## src/source/cpu_pkg.sv

```systemverilog
package cpu_pkg;

	// opcode byte, seen either as a raw value or as the 8x..Fx field layout
	typedef union packed
	{
		logic [7:0] raw;
		struct packed
		{
			logic       alu_class; // set for 8x..Fx
			logic       acc_sel;   // 0 = A, 1 = B
			logic [1:0] mode;      // addressing mode
			logic [3:0] op;        // ALU operation
		} f;
	} opcode_t;

	localparam logic [1:0] MODE_IMM = 2'b00;
	localparam logic [1:0] MODE_DIR = 2'b01;
	localparam logic [1:0] MODE_IDX = 2'b10; // not supported, runs as NOP
	localparam logic [1:0] MODE_EXT = 2'b11;

	localparam logic [3:0] OP_SUB = 4'h0;
	localparam logic [3:0] OP_AND = 4'h4;
	localparam logic [3:0] OP_LD  = 4'h6;
	localparam logic [3:0] OP_ST  = 4'h7;
	localparam logic [3:0] OP_EOR = 4'h8;
	localparam logic [3:0] OP_OR  = 4'hA;
	localparam logic [3:0] OP_ADD = 4'hB;

	localparam logic [7:0] OPC_NOP = 8'h12;
	localparam logic [7:0] OPC_BRA = 8'h20;
	localparam logic [7:0] OPC_BNE = 8'h26;
	localparam logic [7:0] OPC_BEQ = 8'h27;
	localparam logic [7:0] OPC_JMP = 8'h7E;

	localparam int CC_C = 0;
	localparam int CC_V = 1;
	localparam int CC_Z = 2;
	localparam int CC_N = 3;

	localparam logic [15:0] RESET_VECTOR = 16'hFFFE;

	localparam logic [4:0] ST_VEC_H    = 5'd0;
	localparam logic [4:0] ST_VEC_L    = 5'd1;
	localparam logic [4:0] ST_FETCH    = 5'd2;
	localparam logic [4:0] ST_FETCH_1  = 5'd3;
	localparam logic [4:0] ST_FETCH_2  = 5'd4;
	localparam logic [4:0] ST_DECODE   = 5'd5;
	localparam logic [4:0] ST_ARG_H    = 5'd6;
	localparam logic [4:0] ST_ARG_H_1  = 5'd7;
	localparam logic [4:0] ST_ARG_H_2  = 5'd8;
	localparam logic [4:0] ST_ARG_L    = 5'd9;
	localparam logic [4:0] ST_ARG_L_1  = 5'd10;
	localparam logic [4:0] ST_ARG_L_2  = 5'd11;
	localparam logic [4:0] ST_MEM_RD   = 5'd12;
	localparam logic [4:0] ST_MEM_RD_1 = 5'd13;
	localparam logic [4:0] ST_MEM_RD_2 = 5'd14;
	localparam logic [4:0] ST_EXEC     = 5'd15;
	localparam logic [4:0] ST_WR       = 5'd16;
	localparam logic [4:0] ST_WR_1     = 5'd17;

endpackage

```

## src/source/cpu_alu.sv

```systemverilog
`timescale 1ns/1ps

module cpu_alu (
	input  logic [7:0] a_i, // accumulator
	input  logic [7:0] b_i, // operand byte
	input  logic [3:0] op_i,
	input  logic [3:0] cc_i,
	output logic [7:0] result_o,
	output logic [3:0] flags_o
);

	logic [8:0] sum; // bit 8 is carry or borrow
	logic       arith;
	logic       ovf;

	always_comb
	begin
		sum = 9'd0;
		arith = 1'b0;
		ovf = 1'b0;
		case (op_i)
			cpu_pkg::OP_ADD:
			begin
				sum = {1'b0, a_i} + {1'b0, b_i};
				arith = 1'b1;
				ovf = ~(a_i[7] ^ b_i[7]) & (a_i[7] ^ sum[7]); // like signs, sign flipped
			end
			cpu_pkg::OP_SUB:
			begin
				sum = {1'b0, a_i} - {1'b0, b_i};
				arith = 1'b1;
				ovf = (a_i[7] ^ b_i[7]) & (a_i[7] ^ sum[7]);
			end
			default:
				sum = 9'd0;
		endcase
	end

	always_comb
	begin
		case (op_i)
			cpu_pkg::OP_ADD, cpu_pkg::OP_SUB: result_o = sum[7:0];
			cpu_pkg::OP_AND: result_o = a_i & b_i;
			cpu_pkg::OP_OR:  result_o = a_i | b_i;
			cpu_pkg::OP_EOR: result_o = a_i ^ b_i;
			cpu_pkg::OP_LD:  result_o = b_i;
			default:         result_o = a_i; // ST passes the accumulator through
		endcase
	end

	always_comb
	begin
		flags_o = cc_i; // C survives logic ops and loads
		flags_o[cpu_pkg::CC_N] = result_o[7];
		flags_o[cpu_pkg::CC_Z] = (result_o == 8'h00);
		flags_o[cpu_pkg::CC_V] = ovf;
		if (arith)
			flags_o[cpu_pkg::CC_C] = sum[8];
	end

endmodule

```

## src/source/cpu_regs.sv

```systemverilog
`timescale 1ns/1ps

module cpu_regs (
	input  logic        cpu_clk,
	input  logic        k_reset,
	input  logic        pc_inc_i,
	input  logic        pc_load_i,
	input  logic [15:0] new_pc_i,
	input  logic        acc_sel_i,
	input  logic        acc_we_i,
	input  logic        cc_we_i,
	input  logic [7:0]  result_i,
	input  logic [3:0]  flags_i,
	input  logic [3:0]  br_cond_i, // low nibble of the branch opcode
	output logic [7:0]  acc_o,
	output logic [3:0]  cc_o,
	output logic [15:0] pc_o,
	output logic        cond_taken_o
);

	logic [7:0]  acc_a;
	logic [7:0]  acc_b;
	logic [3:0]  cc;
	logic [15:0] pc;

	always_ff @(posedge cpu_clk or posedge k_reset)
	begin
		if (k_reset)
		begin
			acc_a <= 8'h00;
			acc_b <= 8'h00;
			cc <= 4'h0;
			pc <= 16'h0000;
		end
		else
		begin
			if (pc_load_i)
				pc <= new_pc_i;
			else if (pc_inc_i)
				pc <= pc + 16'd1;
			if (acc_we_i && acc_sel_i)
				acc_b <= result_i;
			if (acc_we_i && !acc_sel_i)
				acc_a <= result_i;
			if (cc_we_i)
				cc <= flags_i;
		end
	end

	assign acc_o = acc_sel_i ? acc_b : acc_a; // same select for read and write back
	assign cc_o = cc;
	assign pc_o = pc;

	always_comb
	begin
		case (br_cond_i)
			cpu_pkg::OPC_BRA[3:0]: cond_taken_o = 1'b1;
			cpu_pkg::OPC_BNE[3:0]: cond_taken_o = !cc[cpu_pkg::CC_Z];
			cpu_pkg::OPC_BEQ[3:0]: cond_taken_o = cc[cpu_pkg::CC_Z];
			default:               cond_taken_o = 1'b0;
		endcase
	end

	// sequencer must never advance and reload PC in one cycle
	pc_update_exclusive: assert property (@(posedge cpu_clk) disable iff (k_reset)
		!(pc_inc_i && pc_load_i));

endmodule

```

## src/source/cpu_sequencer.sv

```systemverilog
`timescale 1ns/1ps

module cpu_sequencer (
	input  logic        cpu_clk,
	input  logic        k_reset,
	input  logic [7:0]  cpu_data_i,
	input  logic [7:0]  acc_i,
	input  logic [15:0] pc_i,
	input  logic        cond_taken_i,
	output logic [15:0] cpu_addr_o,
	output logic [7:0]  cpu_data_o,
	output logic        cpu_oe_o,
	output logic        cpu_we_o,
	output logic        pc_inc_o,
	output logic        pc_load_o,
	output logic [15:0] new_pc_o,
	output logic        acc_sel_o,
	output logic        acc_we_o,
	output logic        cc_we_o,
	output logic [3:0]  alu_op_o,
	output logic [7:0]  operand_o,
	output logic [3:0]  br_cond_o
);

	logic [4:0]       state;
	cpu_pkg::opcode_t opcode;
	logic [15:0]      ea;       // effective address
	logic [7:0]       operand;
	logic [15:0]      addr_r;
	logic [7:0]       data_r;
	logic             oe_r;
	logic             we_r;
	logic             op_known;
	logic             is_alu;
	logic             is_br;
	logic             is_jmp;

	always_comb
	begin
		case (opcode.f.op)
			cpu_pkg::OP_SUB, cpu_pkg::OP_AND, cpu_pkg::OP_LD, cpu_pkg::OP_ST,
			cpu_pkg::OP_EOR, cpu_pkg::OP_OR, cpu_pkg::OP_ADD: op_known = 1'b1;
			default: op_known = 1'b0;
		endcase
		is_alu = opcode.f.alu_class && op_known && (opcode.f.mode != cpu_pkg::MODE_IDX)
			&& !((opcode.f.op == cpu_pkg::OP_ST) && (opcode.f.mode == cpu_pkg::MODE_IMM));
		is_br = (opcode.raw == cpu_pkg::OPC_BRA) || (opcode.raw == cpu_pkg::OPC_BNE)
			|| (opcode.raw == cpu_pkg::OPC_BEQ);
		is_jmp = (opcode.raw == cpu_pkg::OPC_JMP);
	end

	always_ff @(posedge cpu_clk or posedge k_reset)
	begin
		if (k_reset)
		begin
			state <= cpu_pkg::ST_VEC_H;
			opcode.raw <= cpu_pkg::OPC_JMP; // vector fetch runs as a JMP through FFFE
			addr_r <= 16'h0000;
			oe_r <= 1'b0;
			we_r <= 1'b0;
		end
		else
		begin
			oe_r <= 1'b0; // strobes last one cycle
			we_r <= 1'b0;
			case (state)
				cpu_pkg::ST_VEC_H:    state <= cpu_pkg::ST_ARG_H;
				cpu_pkg::ST_VEC_L:    state <= cpu_pkg::ST_FETCH;
				cpu_pkg::ST_FETCH:
				begin
					addr_r <= pc_i;
					state <= cpu_pkg::ST_FETCH_1;
				end
				cpu_pkg::ST_FETCH_1:
				begin
					oe_r <= 1'b1;
					state <= cpu_pkg::ST_FETCH_2;
				end
				cpu_pkg::ST_FETCH_2:
				begin
					opcode.raw <= cpu_data_i;
					state <= cpu_pkg::ST_DECODE;
				end
				cpu_pkg::ST_DECODE:
				begin
					if (is_jmp)
						state <= cpu_pkg::ST_ARG_H;
					else if (is_br)
						state <= cpu_pkg::ST_ARG_L; // offset byte
					else if (is_alu)
						case (opcode.f.mode)
							cpu_pkg::MODE_IMM, cpu_pkg::MODE_DIR: state <= cpu_pkg::ST_ARG_L;
							default: state <= cpu_pkg::ST_ARG_H;
						endcase
					else
						state <= cpu_pkg::ST_FETCH; // anything else is a NOP
				end
				cpu_pkg::ST_ARG_H:
				begin
					addr_r <= pc_i;
					state <= cpu_pkg::ST_ARG_H_1;
				end
				cpu_pkg::ST_ARG_H_1:
				begin
					oe_r <= 1'b1;
					state <= cpu_pkg::ST_ARG_H_2;
				end
				cpu_pkg::ST_ARG_H_2:  state <= cpu_pkg::ST_ARG_L;
				cpu_pkg::ST_ARG_L:
				begin
					addr_r <= pc_i;
					state <= cpu_pkg::ST_ARG_L_1;
				end
				cpu_pkg::ST_ARG_L_1:
				begin
					oe_r <= 1'b1;
					state <= cpu_pkg::ST_ARG_L_2;
				end
				cpu_pkg::ST_ARG_L_2:
				begin
					if (is_jmp)
						state <= cpu_pkg::ST_VEC_L; // target is in ea
					else if (is_br || (opcode.f.mode == cpu_pkg::MODE_IMM))
						state <= cpu_pkg::ST_EXEC;
					else if (opcode.f.op == cpu_pkg::OP_ST)
						state <= cpu_pkg::ST_WR;
					else
						state <= cpu_pkg::ST_MEM_RD;
				end
				cpu_pkg::ST_MEM_RD:
				begin
					addr_r <= ea;
					state <= cpu_pkg::ST_MEM_RD_1;
				end
				cpu_pkg::ST_MEM_RD_1:
				begin
					oe_r <= 1'b1;
					state <= cpu_pkg::ST_MEM_RD_2;
				end
				cpu_pkg::ST_MEM_RD_2: state <= cpu_pkg::ST_EXEC;
				cpu_pkg::ST_WR:
				begin
					addr_r <= ea;
					we_r <= 1'b1; // data_r lands in the same cycle
					state <= cpu_pkg::ST_WR_1;
				end
				default:              state <= cpu_pkg::ST_FETCH; // EXEC, WR_1
			endcase
		end
	end

	always_ff @(posedge cpu_clk)
	begin
		case (state)
			cpu_pkg::ST_DECODE:   ea[15:8] <= 8'h00; // direct page is always 0
			cpu_pkg::ST_ARG_H_2:  ea[15:8] <= cpu_data_i;
			cpu_pkg::ST_ARG_L_2:
			begin
				ea[7:0] <= cpu_data_i;
				operand <= cpu_data_i; // immediate value or branch offset
			end
			cpu_pkg::ST_MEM_RD_2: operand <= cpu_data_i;
			cpu_pkg::ST_WR:       data_r <= acc_i;
			default:              data_r <= data_r;
		endcase
	end

	always_comb
	begin
		case (state)
			cpu_pkg::ST_VEC_H: new_pc_o = cpu_pkg::RESET_VECTOR;
			cpu_pkg::ST_VEC_L: new_pc_o = ea;
			default:           new_pc_o = pc_i + {{8{operand[7]}}, operand}; // PC is past offset
		endcase
	end

	assign pc_inc_o = (state == cpu_pkg::ST_FETCH) || (state == cpu_pkg::ST_ARG_H)
		|| (state == cpu_pkg::ST_ARG_L);
	assign pc_load_o = (state == cpu_pkg::ST_VEC_H) || (state == cpu_pkg::ST_VEC_L)
		|| ((state == cpu_pkg::ST_EXEC) && is_br && cond_taken_i);
	assign acc_we_o = (state == cpu_pkg::ST_EXEC) && is_alu;
	assign cc_we_o = acc_we_o || (state == cpu_pkg::ST_WR_1); // ST updates N and Z
	assign acc_sel_o = opcode.f.acc_sel;
	assign alu_op_o = opcode.f.op;
	assign operand_o = operand;
	assign br_cond_o = opcode.raw[3:0];

	assign cpu_addr_o = addr_r;
	assign cpu_data_o = data_r;
	assign cpu_oe_o = oe_r;
	assign cpu_we_o = we_r;

	strobe_no_overlap: assert property (@(posedge cpu_clk) disable iff (k_reset)
		!(cpu_oe_o && cpu_we_o));
	oe_single_cycle: assert property (@(posedge cpu_clk) disable iff (k_reset)
		cpu_oe_o |=> !cpu_oe_o);
	we_single_cycle: assert property (@(posedge cpu_clk) disable iff (k_reset)
		cpu_we_o |=> !cpu_we_o);

endmodule

```

## src/source/cpu_top.sv

```systemverilog
`timescale 1ns/1ps

module cpu_top (
	input  logic        cpu_clk,
	input  logic        k_reset,
	input  logic [7:0]  cpu_data_i,
	output logic [15:0] cpu_addr_o,
	output logic [7:0]  cpu_data_o,
	output logic        cpu_oe_o,
	output logic        cpu_we_o
);

	logic        pc_inc;
	logic        pc_load;
	logic [15:0] new_pc;
	logic        acc_sel;
	logic        acc_we;
	logic        cc_we;
	logic [3:0]  alu_op;
	logic [7:0]  operand;
	logic [3:0]  br_cond;
	logic [7:0]  acc;
	logic [3:0]  cc;
	logic [15:0] pc;
	logic        cond_taken;
	logic [7:0]  result;
	logic [3:0]  flags;

	cpu_sequencer cpu_sequencer_inst (
		.cpu_clk(cpu_clk), .k_reset(k_reset), .cpu_data_i(cpu_data_i),
		.acc_i(acc), .pc_i(pc), .cond_taken_i(cond_taken),
		.cpu_addr_o(cpu_addr_o), .cpu_data_o(cpu_data_o),
		.cpu_oe_o(cpu_oe_o), .cpu_we_o(cpu_we_o),
		.pc_inc_o(pc_inc), .pc_load_o(pc_load), .new_pc_o(new_pc),
		.acc_sel_o(acc_sel), .acc_we_o(acc_we), .cc_we_o(cc_we),
		.alu_op_o(alu_op), .operand_o(operand), .br_cond_o(br_cond)
	);

	cpu_regs cpu_regs_inst (
		.cpu_clk(cpu_clk), .k_reset(k_reset),
		.pc_inc_i(pc_inc), .pc_load_i(pc_load), .new_pc_i(new_pc),
		.acc_sel_i(acc_sel), .acc_we_i(acc_we), .cc_we_i(cc_we),
		.result_i(result), .flags_i(flags), .br_cond_i(br_cond),
		.acc_o(acc), .cc_o(cc), .pc_o(pc), .cond_taken_o(cond_taken)
	);

	cpu_alu cpu_alu_inst (
		.a_i(acc), .b_i(operand), .op_i(alu_op), .cc_i(cc),
		.result_o(result), .flags_o(flags)
	);

endmodule

```

## config.mk

```make
export PLATFORM = sky130hd
export DESIGN_NAME = cpu_top
export DESIGN_NICKNAME = d
export VERILOG_FILES = /design/src/source/cpu_pkg.sv /design/src/source/cpu_alu.sv /design/src/source/cpu_regs.sv /design/src/source/cpu_sequencer.sv /design/src/source/cpu_top.sv
export SDC_FILE = /design/constraint.sdc
export NUM_CORES = 1
export LEC_CHECK = 0
export ABC_CLOCK_PERIOD_IN_PS = 5500
export BUFFER_PORTS_ARGS = -buffer_cell sky130_fd_sc_hd__buf_2
export CORE_MARGIN = 8
export CORE_UTILIZATION = 65
export CTS_CLUSTER_DIAMETER = 30
export DETAILED_ROUTE_END_ITERATION = 8
export GPL_TIMING_DRIVEN = 0
export PLACE_DENSITY = 0.86
export SKIP_LAST_GASP = 1
export SLEW_MARGIN = 20
export SYNTH_ARGS = -nofsm -noshare
export SYNTH_HDL_FRONTEND = slang
export SYNTH_HIERARCHICAL = 1
export SYNTH_SLANG_ARGS = --single-unit
export TNS_END_PERCENT = 100
```

## constraint.sdc

```tcl
create_clock -name cpu_clk -period 5.5 [get_ports cpu_clk]
set_clock_uncertainty 0.1 [all_clocks]
set_input_delay 0.55 -clock cpu_clk [delete_from_list [all_inputs] [get_ports cpu_clk]]
set_output_delay 0.55 -clock cpu_clk [all_outputs]
set_load 0.02 [all_outputs]
```

### Word level (Yosys, flattened, before mapping)

Index checks and enable logic that the tools add are counted.
Widths: inputs -> output; s select.

* add/subtract/negate cells: 4
* equality and inequality tests: 29
* muxes and demuxes: 21
* bitwise logic cells: 9
* reductions and logical operators: 34

Operator list (count)
* $pmux 5 s15: 1
* $pmux 16 s2: 2
* $eq 5x4->1 const B: 8
* $pmux 8 s5: 1
* $mux 16: 2
* $pmux 8 s2: 2
* $mux 5: 5
* $eq 8x6->1 const B: 3
* $eq 5x3->1 const B: 4
* $add 16x1->16 const B: 1
* $add 16x16->16: 1
* $eq 4x3->1 const B: 3
* $eq 4x4->1 const B: 3
* $eq 5x2->1 const B: 2
* $eq 5x5->1 const B: 2
* $logic_and 1x1->1: 9
* $add 8x8->8: 1
* $and 8x8->8: 1
* $eq 8x7->1 const B: 1
* $logic_not 8->1: 1
* $logic_or 1x1->1: 8
* $mux 4: 2
* $mux 8: 1
* $or 8x8->8: 1
* other kinds (20): 32

* register bits after elaboration: 97
* input port bits: 10
* output and inout port bits: 26
* word-level logic and storage cells: 110

### Depth between registers and ports, before layout

* word-level depth: 10
* mapped depth: 14

### Hierarchy

Netlist, hierarchy kept.

By module, submodules not included
* cpu_sequencer: times used 1, cells each 350, area an instance 3608.5 um^2, seq. area each 1744.2 um^2
* cpu_regs: times used 1, cells each 155, area an instance 1754.2 um^2, seq. area each 900.9 um^2
* cpu_alu: times used 1, cells each 207, area an instance 1473.9 um^2, seq. area each 0.0 um^2

### Worst setup path after synthesis

OpenSTA, ideal clock, no wires.

* path kind: reg-to-reg
* from: register cpu_sequencer_inst/opcode[6] (netlist name)
* to: register cpu_regs_inst.cc[2] (netlist: cpu_regs_inst/cc_o[2])
* arrival time: 3.625 ns
* required time: 5.335 ns
* slack: 1.711 ns
* stages on the path, launching flop included: 14
* path buffers: 2
* period minus slack after synthesis: 3.789 ns
* cell sequence: dfstp_2 clkbuf_1 mux2_1 inv_1 ha_1 buf_4 nor3_2 or4_1 a21oi_1 o32a_1 or4_1 or3_1 a311oi_2 mux2_2

* longest elaborated chain between the ends: 5

Ends and longest elaborated chain
* start, declared: line cpu_sequencer.sv:26 `cpu_pkg::opcode_t opcode;`
* $mux 8 (*): line cpu_regs.sv:50 `assign acc_o = acc_sel_i ? acc_b : acc_a;`
* via acc[2]: line cpu_top.sv:22 `logic [7:0] acc;`
* $sub 8x8->8 or $add 8x8->8 (tied branches): line cpu_alu.sv:30, cpu_alu.sv:24
* $pmux 8 s2 (*): line cpu_alu.sv:21 `case (op_i)`
* $pmux 8 s5 (*): line cpu_alu.sv:41 `case (op_i)`
* via result[3]: line cpu_top.sv:26 `logic [7:0] result;`
* $logic_not 8->1 (*): line cpu_alu.sv:55 `flags_o[cpu_pkg::CC_Z] = (result_o == 8'h00);`
* via flags[2]: line cpu_top.sv:27 `logic [3:0] flags;`
* end signal, assigned: line cpu_regs.sv:46 `cc <= flags_i;`
* end, declared: line cpu_regs.sv:23 `logic [3:0] cc;`

The timed path passes the listed nets; every way through them passes the cells marked *.
A chain may end at the register's enable or synchronous reset.

### Worst setup path in the final report

Same ends and word-level chain as after synthesis.

==> results.md <==
* R2R Setup Slk at approximately 0.86 ns
* Reg2reg start: cpu_sequencer_inst/opcode[6]$_DFFE_PP1P_
* Starting Density at between 60% and 70%
* H-Tree Depth at 3
* Die area at roughly 0.014 mm^2
* Max Fclk at ~220 MHz
* Final HPWL DP at 13.30 mm
* Worst Path Arrival at about 4.9 ns
* Die Ht at around 120 um
* Vias at 5,749
* Syn Area/Cell at roughly 9.6 um^2
* Synth warn at 6
* DRT Wirelength at between 15 and 20 mm
* Max Slew Vio Count at 0
* Overall Global Routing Usage at 26.95%
* Rel. slew slack at around two fifths
* Cell area after synthesis at around 0.0066 mm^2
* Iteration-0 DRC Markers at a little under 700
* Fin cells at approximately 900
* RSZ-0062 raised after global routing: no
* Hold-fix buffers at CTS at 0
* Worst Hold Class: in -> async
* Largest fanout on the critical path at 10
* Post-route cell area at 0.007161 mm^2
* Vias in the first global route at 5,676
* Area occupied by multi-input gates at between 0.003 and 0.004 mm^2
* First-pass GRT wire length at 28.62 mm
* Worst setup SP type: flip-flop
* RePlAce Congestion at approximately 0.95
* Clock Tree Root: clkbuf_8
* Top-Level Pins at 36
* R2R depth at 12
* Clock slew at reported path FFs at 0.11 ns
* DRC Markers at 0
* Worst skew pair latency at 0.37 ns
* Post-synthesis net count at 743
* I/O Buffers at 35
* Post-route ant nets at 0
* Max Root-Sink Buffers at 2
* Max_cap viols at 0
* LEAKAGE at about 3.1 nW
* Worst-Margin Slew at between 0.9 and 1 ns
* Setup-failing EPs final at 0
* Clk sinks at 96
* Setup bufs post-CTS at 0
* Fin Setup TNS at 0 ns
* Rows at 37
* Final min period at 4.642 ns
* Initial antenna violation count at 0
* Crit path required time at roughly 5.7 ns
* Largest net degree at the start of global routing at 34
* Area Overhead vs Synth at 7.940%
* Core Box Area at around 0.010 mm^2
* Mapped Cells at between 600 and 700
* Placed cell areas at about 0.007 mm^2
* Reg2Reg Capture Point: cpu_regs_inst/cc_o[2]$_DFFE_PP0P_
* Fill cells at 779
* Maximum VDD drop at around 0.00043 V
* Placed cells at 862
* PD cells at approximately 630 mW/mm^2
* Critical path class: reg -> reg
* Die extent in x at roughly 120 um
* Vias/cell at between 6 and 7
* Share of cells above drive strength 1 at 16.98%
* Cts repair resizes at 0
* Status: finished clean
* Final net count at about 790
* Final Hold Fails at 0
* Overall power at around 4.5 mW
* CP endpoint kind: flip-flop
* CTS tree: yes
* Initial DRT Pass Iterations at 6
* WL/cell at roughly 20 um
* Sequential Area at between 0.002 and 0.003 mm^2
* GR Overflow Total at 0
* Num CTS Buffers at 9
* ANT cells at 0
* Tcrit/Tclk final at 84.40%
-- cells in the final DEF (no fill, tap or decap), types with 4 or more instances in the layout --
master    count
nand2_1      78
dfrtp_1      58
buf_2        46
ha_1         39
inv_1        36
a21oi_1      32
nor2_1       32
edfxtp_1     32
o21ai_0      27
mux2_1       24
a22oi_1      21
o21ai_1      19
nor3_1       18
xnor2_1      17
buf_4        15
nand3_1      15
a31oi_1      13
xor2_1       13
nand2b_1     13
and2_1       12
mux2_2       12
clkbuf_1     10
nor2b_1      10
clkbuf_8      9
o211ai_1      6
or4_1         6
dfstp_2       6
nor4_1        5
or3_1         5
a21o_1        5
o21bai_1      4
mux2i_1       4
o31ai_1       4
o21a_1        4
-- critical path: stages (launching register included) --
cell and delay [ns]:
dfstp_2 0.57, clkbuf_1 0.50, mux2_1 0.55, inv_1 0.17
ha_1 0.30, a21oi_1 0.27, o21bai_1 0.13, mux2i_2 0.17
o32a_1 0.32, or4_1 0.54, or3_1 0.36, a311oi_2 0.39
mux2_2 0.22
-- per-stage QoR --
stage / worst slack (ns) / hold WS (ns) / util [%]
after global placement: 0.9527 / 0.3549 / 68.84
after floorplan: 1.711 / 0.3503 / -
final: 0.8583 / 0.1715 / 70.63
after detailed placement: 0.9499 / 0.3629 / 68.89
after CTS: 0.9083 / 0.2005 / 70.63
after global routing: 0.7463 / 0.2439 / 70.63
-- per-layer routing --
metal | vias to the layer above | global-route usage [%] | wire, um
met3 | 38 | 4.259 | 1652
met5 | - | 0 | 0
met4 | 0 | 9.983 | 382
li1 | 2594 | - | -
met2 | 313 | 43.81 | 8458
met1 | 2804 | 35.62 | 7311
-- report_power, final --
group	switching [mW]	leakage [nW]	internal, mW
combinational	1.66	1.94	1.11
sequential	0.260	1.09	1.02
clock	0.274	0.0852	0.171
-- worst max-delay path by stage --
stage,start,end,slack (ns)
3_3_place_gp,cpu_sequencer_inst/opcode[6]$_DFFE_PP1P_,cpu_regs_inst/cc_o[2]$_DFFE_PP0P_,0.95
6_report,cpu_sequencer_inst/opcode[6]$_DFFE_PP1P_,cpu_regs_inst/cc_o[2]$_DFFE_PP0P_,0.86
4_1_cts,cpu_sequencer_inst/opcode[6]$_DFFE_PP1P_,cpu_regs_inst/cc_o[2]$_DFFE_PP0P_,0.91
2_1_floorplan,cpu_sequencer_inst/opcode[6]$_DFFE_PP1P_,cpu_regs_inst/cc_o[2]$_DFFE_PP0P_,1.71
5_1_grt,cpu_sequencer_inst/opcode[6]$_DFFE_PP1P_,cpu_regs_inst/cc_o[2]$_DFFE_PP0P_,0.75
3_5_place_dp,cpu_sequencer_inst/opcode[6]$_DFFE_PP1P_,cpu_regs_inst/cc_o[2]$_DFFE_PP0P_,0.95
-- sequential cells by signal, indices dropped and copies added, names as in the netlist --
signal	count
cpu_regs_inst/acc_a	8
cpu_regs_inst/acc_b	8
cpu_regs_inst/cc_o	1
cpu_regs_inst/pc_o	16
cpu_sequencer_inst/cpu_addr_o	16
cpu_sequencer_inst/cpu_data_o	8
cpu_sequencer_inst/cpu_oe_o	1
cpu_sequencer_inst/cpu_we_o	1
cpu_sequencer_inst/ea	16
cpu_sequencer_inst/opcode	8
cpu_sequencer_inst/operand_o	8
cpu_sequencer_inst/state	5
-- area by class of cell --
type / count / share of cell area [%]
Sequential cell: 96 / 35.89
Multi-Input combinational cell: 518 / 51.49
Buffer: 38 / 3.285
Clock inverter: 6 / 0.6815
Clock buffer: 10 / 1.782
Tap cell: 136 / 2.376
Timing Repair Buffer: 35 / 2.446
Inverter: 39 / 2.044
(Power assumes the default switching activity.)
